File: src/rtl/input_consts.svh
`ifndef INPUT_CONSTS_SVH
`define INPUT_CONSTS_SVH

// word handed to data memory
`define ISA_WIDTH 32

`define SWITCH_CNT 16 // toggle switches on the board

// digits that fit on the seven-segment tubes
`define MAX_DIGITS 10

`endif

File: src/rtl/keypad_pkg.sv
package keypad_pkg;

    typedef logic [7:0] key_code_t; // {row_val, col_val}, active low lines
    typedef logic [3:0] digit_t;    // 0 to 9 only

    localparam key_code_t KC_IDLE      = 8'h00; // no press this cycle
    localparam key_code_t KC_ZERO      = 8'b0111_1101;
    localparam key_code_t KC_ONE       = 8'b1110_1110;
    localparam key_code_t KC_TWO       = 8'b1110_1101;
    localparam key_code_t KC_THREE     = 8'b1110_1011;
    localparam key_code_t KC_FOUR      = 8'b1101_1110;
    localparam key_code_t KC_FIVE      = 8'b1101_1101;
    localparam key_code_t KC_SIX       = 8'b1101_1011;
    localparam key_code_t KC_SEVEN     = 8'b1011_1110;
    localparam key_code_t KC_EIGHT     = 8'b1011_1101;
    localparam key_code_t KC_NINE      = 8'b1011_1011;
    localparam key_code_t KC_BACKSPACE = 8'b0111_1110; // "*" key
    localparam key_code_t KC_ENTER     = 8'b0111_1011; // "#" key
    localparam key_code_t KC_PAUSE     = 8'b1110_0111; // "A", stop or resume the cpu
    localparam key_code_t KC_TOGGLE    = 8'b1101_0111; // "B", switches vs keypad
    localparam key_code_t KC_C         = 8'b1011_0111; // unused
    localparam key_code_t KC_D         = 8'b0111_0111; // unused

    // what a press means to the controller
    typedef enum logic [2:0] {
        KEY_NONE,
        KEY_DIGIT,
        KEY_BACKSPACE,
        KEY_ENTER,
        KEY_PAUSE,
        KEY_TOGGLE
    } key_kind_t;

endpackage

File: src/rtl/input_ctrl_pkg.sv
package input_ctrl_pkg;

    typedef enum logic [1:0] {
        ST_BLOCK,  // waiting for data memory to ask for input
        ST_SWITCH, // value comes from the toggle switches
        ST_KEYPAD, // value is being typed
        ST_HALT    // cpu paused by the user
    } input_state_t;

    typedef enum logic [1:0] {
        ACC_HOLD,
        ACC_CLEAR,
        ACC_PUSH, // value * 10 + digit
        ACC_POP   // value / 10
    } accum_op_t;

    typedef enum logic [1:0] {
        CNT_HOLD,
        CNT_CLEAR,
        CNT_INC,
        CNT_DEC
    } count_op_t;

endpackage

File: src/rtl/key_decode.sv
`timescale 1ns/1ns

module key_decode (
    input  keypad_pkg::key_code_t key_coord,
    output keypad_pkg::key_kind_t key_kind,
    output keypad_pkg::digit_t    key_digit
);
    import keypad_pkg::*;

    // digit value, zero for anything that is not a digit key
    always_comb begin
        case (key_coord)
            KC_ZERO:  key_digit = 4'd0;
            KC_ONE:   key_digit = 4'd1;
            KC_TWO:   key_digit = 4'd2;
            KC_THREE: key_digit = 4'd3;
            KC_FOUR:  key_digit = 4'd4;
            KC_FIVE:  key_digit = 4'd5;
            KC_SIX:   key_digit = 4'd6;
            KC_SEVEN: key_digit = 4'd7;
            KC_EIGHT: key_digit = 4'd8;
            KC_NINE:  key_digit = 4'd9;
            default:  key_digit = 4'd0;
        endcase
    end

    always_comb begin
        case (key_coord)
            KC_ZERO,
            KC_ONE,
            KC_TWO,
            KC_THREE,
            KC_FOUR,
            KC_FIVE,
            KC_SIX,
            KC_SEVEN,
            KC_EIGHT,
            KC_NINE:      key_kind = KEY_DIGIT;
            KC_BACKSPACE: key_kind = KEY_BACKSPACE;
            KC_ENTER:     key_kind = KEY_ENTER;
            KC_PAUSE:     key_kind = KEY_PAUSE;
            KC_TOGGLE:    key_kind = KEY_TOGGLE;
            KC_IDLE,
            KC_C,
            KC_D:         key_kind = KEY_NONE; // C and D have no function yet
            default:      key_kind = KEY_NONE; // partial or multi-key codes
        endcase
    end

endmodule

File: src/rtl/input_fsm.sv
`timescale 1ns/1ns

module input_fsm (
    input  logic                      clk,
    input  logic                      rst_n,
    input  keypad_pkg::key_kind_t     key_kind,
    input  keypad_pkg::digit_t        key_digit,
    input  logic                      input_enable,  // data memory wants a value
    input  logic                      ignore_input,  // uart transfer in progress
    input  logic                      digits_full,
    input  logic                      digits_empty,
    input  logic                      value_nonzero,
    output input_ctrl_pkg::accum_op_t accum_op,
    output keypad_pkg::digit_t        push_digit,
    output input_ctrl_pkg::count_op_t count_op,
    output logic                      input_complete,
    output logic                      switch_enable,
    output logic                      cpu_pause
);
    import keypad_pkg::*;
    import input_ctrl_pkg::*;

    input_state_t state;
    input_state_t state_next;
    logic         complete_next;
    logic         switch_next;
    logic         pause_next;
    logic         leading_zero;

    assign push_digit   = key_digit;
    assign leading_zero = (key_digit == 4'd0) && !value_nonzero; // not a significant digit

    always_comb begin
        state_next    = state;
        complete_next = input_complete;
        switch_next   = switch_enable;
        pause_next    = cpu_pause;
        accum_op      = ACC_HOLD;
        count_op      = CNT_HOLD;
        case (state)
            ST_BLOCK: begin
                if (key_kind == KEY_PAUSE) begin // pause wins, even during uart
                    state_next = ST_HALT;
                    pause_next = 1'b1;
                end else if (input_enable) begin
                    state_next    = ST_KEYPAD;
                    complete_next = 1'b0;
                    accum_op      = ACC_CLEAR; // fresh number per request
                end
            end
            ST_SWITCH: begin
                case (key_kind)
                    KEY_TOGGLE: begin
                        state_next  = ST_KEYPAD;
                        switch_next = 1'b0;
                    end
                    KEY_ENTER: begin
                        state_next    = ST_BLOCK;
                        complete_next = 1'b1;
                        count_op      = CNT_CLEAR;
                    end
                    KEY_PAUSE: begin
                        state_next    = ST_HALT;
                        pause_next    = 1'b1;
                        complete_next = 1'b1;
                        count_op      = CNT_CLEAR;
                    end
                    default: ;
                endcase
            end
            ST_KEYPAD: begin
                if (!input_enable) begin
                    state_next = ST_BLOCK; // request withdrawn
                end else begin
                    case (key_kind)
                        KEY_TOGGLE: begin
                            state_next  = ST_SWITCH;
                            switch_next = 1'b1;
                        end
                        KEY_BACKSPACE: begin
                            if (!digits_empty) begin
                                accum_op = ACC_POP;
                                count_op = CNT_DEC;
                            end
                        end
                        KEY_ENTER: begin
                            state_next    = ST_BLOCK;
                            complete_next = 1'b1;
                            count_op      = CNT_CLEAR;
                        end
                        KEY_PAUSE: begin
                            state_next    = ST_HALT;
                            pause_next    = 1'b1;
                            complete_next = 1'b1;
                            count_op      = CNT_CLEAR;
                        end
                        KEY_DIGIT: begin
                            if (!digits_full) begin // extra digits are dropped
                                accum_op = ACC_PUSH;
                                if (!leading_zero) count_op = CNT_INC;
                            end
                        end
                        default: ;
                    endcase
                end
            end
            ST_HALT: begin
                if (key_kind == KEY_PAUSE && !ignore_input) begin // resume
                    state_next = ST_BLOCK;
                    pause_next = 1'b0;
                end
            end
            default: state_next = ST_BLOCK;
        endcase
    end

    always_ff @(posedge clk or negedge rst_n) begin
        if (!rst_n) begin
            state          <= ST_BLOCK;
            input_complete <= 1'b0;
            switch_enable  <= 1'b0;
            cpu_pause      <= 1'b0;
        end else begin
            state          <= state_next;
            input_complete <= complete_next;
            switch_enable  <= switch_next;
            cpu_pause      <= pause_next;
        end
    end

    // the hazard unit relies on pause and the halt state moving together
    a_pause_in_halt: assert property (@(posedge clk) disable iff (!rst_n)
        cpu_pause |-> (state == ST_HALT))
        else $error("cpu_pause high outside halt state");

endmodule

File: src/rtl/digit_counter.sv
`timescale 1ns/1ns
`include "input_consts.svh"

module digit_counter (
    input  logic                      clk,
    input  logic                      rst_n,
    input  input_ctrl_pkg::count_op_t count_op,
    output logic                      digits_full,
    output logic                      digits_empty,
    output logic                      overflow_9th,  // led, ninth tube in use
    output logic                      overflow_10th  // led, all tubes in use
);
    import input_ctrl_pkg::*;

    localparam logic [3:0] LIMIT = 4'(`MAX_DIGITS);

    logic [3:0] count; // significant digits only

    always_ff @(posedge clk or negedge rst_n) begin
        if (!rst_n) begin
            count <= 4'd0;
        end else begin
            case (count_op)
                CNT_CLEAR: count <= 4'd0;
                CNT_INC:   count <= count + 4'd1;
                CNT_DEC:   count <= count - 4'd1;
                default:   count <= count;
            endcase
        end
    end

    assign digits_full   = (count == LIMIT);
    assign digits_empty  = (count == 4'd0);
    assign overflow_9th  = (count >= LIMIT - 4'd1);
    assign overflow_10th = (count == LIMIT);

    // the controller must stop incrementing once the display is full
    a_count_limit: assert property (@(posedge clk) disable iff (!rst_n)
        count <= LIMIT)
        else $error("digit count above limit");

endmodule

File: src/rtl/decimal_accum.sv
`timescale 1ns/1ns
`include "input_consts.svh"

module decimal_accum (
    input  logic                      clk,
    input  logic                      rst_n,
    input  input_ctrl_pkg::accum_op_t accum_op,
    input  keypad_pkg::digit_t        push_digit,
    output logic [`ISA_WIDTH-1:0]     value,
    output logic                      value_nonzero
);
    import keypad_pkg::*;
    import input_ctrl_pkg::*;

    localparam int W = `ISA_WIDTH;

    logic [W-1:0] shifted; // value * 10 + digit, wraps at the word width
    logic [W-1:0] dropped; // value with its last digit removed

    assign shifted = value * W'(10) + W'(push_digit);
    assign dropped = value / W'(10);

    always_ff @(posedge clk or negedge rst_n) begin
        if (!rst_n) begin
            value <= '0;
        end else begin
            case (accum_op)
                ACC_CLEAR: value <= '0;
                ACC_PUSH:  value <= shifted;
                ACC_POP:   value <= dropped;
                default:   value <= value;
            endcase
        end
    end

    assign value_nonzero = |value; // lets the fsm skip leading zeros

    // key_decode only ever hands decimal digits to the fsm
    a_digit_range: assert property (@(posedge clk) disable iff (!rst_n)
        (accum_op == ACC_PUSH) |-> (push_digit <= 4'd9))
        else $error("non-decimal digit pushed: %0d", push_digit);

endmodule

File: src/rtl/input_unit.sv
`timescale 1ns/1ns
`include "input_consts.svh"

module input_unit (
    input  logic                   clk,
    input  logic                   rst_n,
    input  keypad_pkg::key_code_t  key_coord,      // one-cycle pulse per press
    input  logic [`SWITCH_CNT-1:0] switch_map,
    input  logic                   ignore_input,   // from hazard unit during uart
    input  logic                   input_enable,   // from data memory
    output logic                   input_complete, // enter was pressed
    output logic                   switch_enable,  // switches drive the data
    output logic                   cpu_pause,
    output logic                   overflow_9th,
    output logic                   overflow_10th,
    output logic [`ISA_WIDTH-1:0]  input_data
);
    import keypad_pkg::*;
    import input_ctrl_pkg::*;

    key_kind_t             key_kind;
    digit_t                key_digit;
    digit_t                push_digit;
    accum_op_t             accum_op;
    count_op_t             count_op;
    logic                  digits_full;
    logic                  digits_empty;
    logic                  value_nonzero;
    logic [`ISA_WIDTH-1:0] accum_value;

    key_decode u_key_decode (
        .key_coord (key_coord),
        .key_kind  (key_kind),
        .key_digit (key_digit)
    );

    input_fsm u_input_fsm (
        .clk            (clk),
        .rst_n          (rst_n),
        .key_kind       (key_kind),
        .key_digit      (key_digit),
        .input_enable   (input_enable),
        .ignore_input   (ignore_input),
        .digits_full    (digits_full),
        .digits_empty   (digits_empty),
        .value_nonzero  (value_nonzero),
        .accum_op       (accum_op),
        .push_digit     (push_digit),
        .count_op       (count_op),
        .input_complete (input_complete),
        .switch_enable  (switch_enable),
        .cpu_pause      (cpu_pause)
    );

    digit_counter u_digit_counter (
        .clk           (clk),
        .rst_n         (rst_n),
        .count_op      (count_op),
        .digits_full   (digits_full),
        .digits_empty  (digits_empty),
        .overflow_9th  (overflow_9th),
        .overflow_10th (overflow_10th)
    );

    decimal_accum u_decimal_accum (
        .clk           (clk),
        .rst_n         (rst_n),
        .accum_op      (accum_op),
        .push_digit    (push_digit),
        .value         (accum_value),
        .value_nonzero (value_nonzero)
    );

    // switches are zero-extended to the data word
    assign input_data = switch_enable ?
        {{(`ISA_WIDTH - `SWITCH_CNT){1'b0}}, switch_map} : accum_value;

endmodule

File: config.mk
export PLATFORM = sky130hd
export DESIGN_NAME = input_unit
export DESIGN_NICKNAME = d
export VERILOG_FILES = /design/src/rtl/keypad_pkg.sv /design/src/rtl/input_ctrl_pkg.sv /design/src/rtl/key_decode.sv /design/src/rtl/input_fsm.sv /design/src/rtl/digit_counter.sv /design/src/rtl/decimal_accum.sv /design/src/rtl/input_unit.sv
export VERILOG_INCLUDE_DIRS = /design/src /design/src/rtl
export SDC_FILE = /design/constraint.sdc
export NUM_CORES = 1
export LEC_CHECK = 0
export BUFFER_PORTS_ARGS = -buffer_cell sky130_fd_sc_hd__clkbuf_2
export CORE_MARGIN = 5
export CORE_UTILIZATION = 45
export CTS_BUF_LIST = sky130_fd_sc_hd__clkbuf_16
export DETAILED_ROUTE_END_ITERATION = 8
export HOLD_SLACK_MARGIN = 0.1
export PLACE_DENSITY_LB_ADDON = 0.12
export SYNTH_ARGS = -nofsm -noshare
export SYNTH_HDL_FRONTEND = slang
export SYNTH_SLANG_ARGS = --single-unit
File: constraint.sdc
create_clock -name clk -period 10.9 [get_ports clk]
set_input_delay 1.09 -clock clk [delete_from_list [all_inputs] [get_ports clk]]
set_output_delay 1.09 -clock clk [all_outputs]
set_load 0.03 [all_outputs]
==> flow_metrics.tcl <==
set metrics [dict create \
    synth_top_area_share_pct 11.5 \
    yosysSeqAreaShare_pct 11.5 \
    synth_common_cells "nand2_1, nor2_1, a21oi_1, o21ai_0, ha_1" \
    path_common_cell "buf_4" \
    maxClockFrequency_mhz 96.7 \
    synth_cell_types 114 \
    grt_pass1_vias 8363 \
    post-route-drc-count 0 \
    comb_power_share_pct 41.0 \
    crit_type "register to register" \
    status "complete, no violations" \
    synth_edf_count 0 \
    crit_arrival_ns 10.52 \
    yosys_most_used_dff "dfrtp_1" \
    maxCapViolations 0 \
    worst_ep_required_time_ns 11.08 \
    clock_skew_ns 0.00740 \
    ys_seq_elements 41 \
    drive_above_1_share_pct 18.2 \
    ant_nets 0 \
    synth_cells 1216 \
    antenna_found_initial 0 \
    irDropWorstVdd_mv 0.0725 \
    stdcell_count 1515 \
    min_period_ns 10.35 \
    p_leak_nw 4.15 \
    place_inst 1498 \
    nFillCells 1918 \
    syn_area_mm2 0.00891 \
    grt.met2_usage_pct 35.8 \
    critPathMaxStageDelay_ns 0.52 \
    row_count 51 \
    p_per_area_mw_per_mm2 58.5 \
    die_y_um 151 \
    total_power_mw 0.579 \
    pwr-share-seq_pct 32.6 \
    fin_area_mm2 0.00991 \
    intPower_mw 0.341 \
    final_nets 1344 \
    area_growth_pct 11.2 \
    drt-initial-drc-count 650 \
    gp_congestion 0.926 \
    clk_pin_slew_ns 0.07 \
    holdCritPathClass "register to register" \
    yosysMostFrequentCell "nand2_1" \
    grt_pass1_wl_um 41600 \
    io_pins 65 \
    cts_hold_buf 0 \
    insertion_delay_ns 0.30 \
    cp-start-kind "register" \
    htreeDepth 2 \
    dp_slack_ns -0.0972 \
    via_per_inst 6.19 \
    cp_max_fo 14 \
    diodes 0 \
    slowest_stage "or4b_4" \
    grt.busiest_layer "met2" \
    switching_share_pct 41.1 \
    use_met3_pct 2.02 \
    synth-warning-count 0 \
    drtPass1Iterations 5 \
    multi_input_area_mm2 0.00751 \
    die_area_mm2 0.0227 \
    tritoncts "yes" \
    hold_viol_final 0 \
    endpoint_kind "register" \
    vias 9372 \
    regArea_mm2 0.00103 \
    syn_avg_cell_area_um2 7.32 \
    grt_max_degree 45 \
    synth_nets 1311 \
    yosysTopAreaCell "dfrtp_1" \
    tightest_slew_ns 0.936 \
    max-clock-path-buffers 2 \
    cts_buffers 5 \
    numClockSinks 41 \
    cts-root-buf "clkbuf_16" \
    layout_setup_ws_ns 0.555 \
    place_area_mm2 0.00947 \
    p_switching_mw 0.238 \
    synthTopCellsByArea "dfrtp_1, ha_1, nand2_1" \
    period_share_pct 94.9 \
    relSlewSlack_pct 36.9 \
    finalMaxSlewViolations 0 \
    wl_um 25300 \
    wl_per_cell_um 16.7 \
    fp.coreArea_mm2 0.0195 \
    die_x_um 151 \
    dp_hpwl_um 18300 \
    async_reset_ff_share_pct 100 \
    track_usage_pct 21.5 \
    use_met1_pct 30.7 \
    portBuffers 64 \
    start_util_pct 45.8 \
    clkPwrFrac_pct 26.4 \
    grt-ovfl-total 0 \
    finalSetupViolations 0 \
]
## metal layers
metal	vias to the layer above	part of all wire, %	wire length (um)
li1	4659	-	-
met1	4402	47	11900
met2	280	47	11900
met3	31	4.5	1140
met4	0	1.1	289
met5	-	0	0
## logic make-up after synthesis
| kind of cell | synth area share, % |
|---|---|
| fa+ha+maj | 10.1 |
| flops | 11.5 |
| mux | 3.12 |
| buf+inv | 6.62 |
| simple gates | 27.7 |
| xor+xnor | 7.75 |
| compound gates | 33.1 |
## power by group through the flow
stage	clock network, mW	registers [mW]	logic, mW
2_1_floorplan	0	0.178	0.188
3_3_place_gp	0	0.191	0.237
3_5_place_dp	0	0.191	0.237
4_1_cts	0.156	0.188	0.239
5_1_grt	0.163	0.191	0.269
6_report	0.153	0.189	0.238
## stage by stage
step	utilization (%)	setup TNS [ns]	hold WS (ns)
6_report	50.9	0	0.490
5_1_grt	50.9	-0.00153	0.530
3_5_place_dp	48.7	-0.0972	0.478
2_1_floorplan	-	0	0.497
4_1_cts	49.5	0	0.494
3_3_place_gp	48.7	0	0.475
## layout make-up
cell class / count / share of cell area [%]
clock buffers: 5 / 1.26
clock inverters: 3 / 0.189
inverters: 48 / 1.82
multi-input cells: 1038 / 75.8
flip-flops and latches: 41 / 10.4
well taps: 265 / 3.35
repair buffers: 115 / 7.14
## cell usage in the layout (no fill, tap or decap), drive strengths merged, types with 17 or more instances in the layout
| master | Yosys | layout |
|---|---|---|
| nand2 | 118 | 118 |
| nor2 | 97 | 97 |
| o21ai | 81 | 81 |
| a21oi | 79 | 79 |
| clkbuf | 59 | 69 |
| ha | 64 | 64 |
| buf | 30 | 51 |
| nor3 | 50 | 50 |
| xnor2 | 47 | 47 |
| inv | 41 | 42 |
| dfrtp | 41 | 41 |
| nand3 | 36 | 36 |
| xor2 | 31 | 31 |
| a211oi | 28 | 28 |
| and3 | 22 | 22 |
| o21bai | 22 | 22 |
| nor4 | 20 | 20 |
| o211ai | 20 | 20 |
| nand4 | 19 | 19 |
| nor2b | 17 | 17 |
## state kept, by name (all words and copies together) (netlist names)
| name | cells |
|---|---|
| u_input_fsm.cpu_pause | 1 |
| u_input_fsm.state | 2 |
| u_decimal_accum.value | 32 |
| u_input_fsm.switch_enable | 1 |
| u_digit_counter.count | 4 |
| u_input_fsm.input_complete | 1 |
## timing repair
item | CTS | global route
buffers inserted | 2 | 7
setup endpoints to repair | 1 | 5
pin swaps | 1 | 10
resized for setup | 0 | 48
## worst max-delay path, delay by kind of cell, from the launching register on
| kind | cells | cell delay, ns |
|---|---|---|
| compound gates | 19 | 4.61 |
| simple gates | 12 | 3.17 |
| mux | 3 | 0.91 |
| buf+inv | 3 | 0.60 |
| flops | 1 | 0.47 |
| fa+ha+maj | 1 | 0.29 |
| xor+xnor | 1 | 0.17 |
## worst paths after layout
check	end	start	slack (ns)	cells past startpoint
max	u_decimal_accum.value[0]$_DFFE_PN0P_	u_decimal_accum.value[27]$_DFFE_PN0P_	0.55	39
min	u_input_fsm.input_complete$_DFFE_PN0P_	u_input_fsm.input_complete$_DFFE_PN0P_	0.49	1
max reg2reg	u_decimal_accum.value[0]$_DFFE_PN0P_	u_decimal_accum.value[27]$_DFFE_PN0P_	0.55	39
min reg2reg	u_input_fsm.input_complete$_DFFE_PN0P_	u_input_fsm.input_complete$_DFFE_PN0P_	0.49	1
max in group asynchronous	u_decimal_accum.value[27]$_DFFE_PN0P_	rst_n	9.60	2
min in group asynchronous	u_input_fsm.input_complete$_DFFE_PN0P_	rst_n	0.86	2
(Power assumes the default switching activity.)
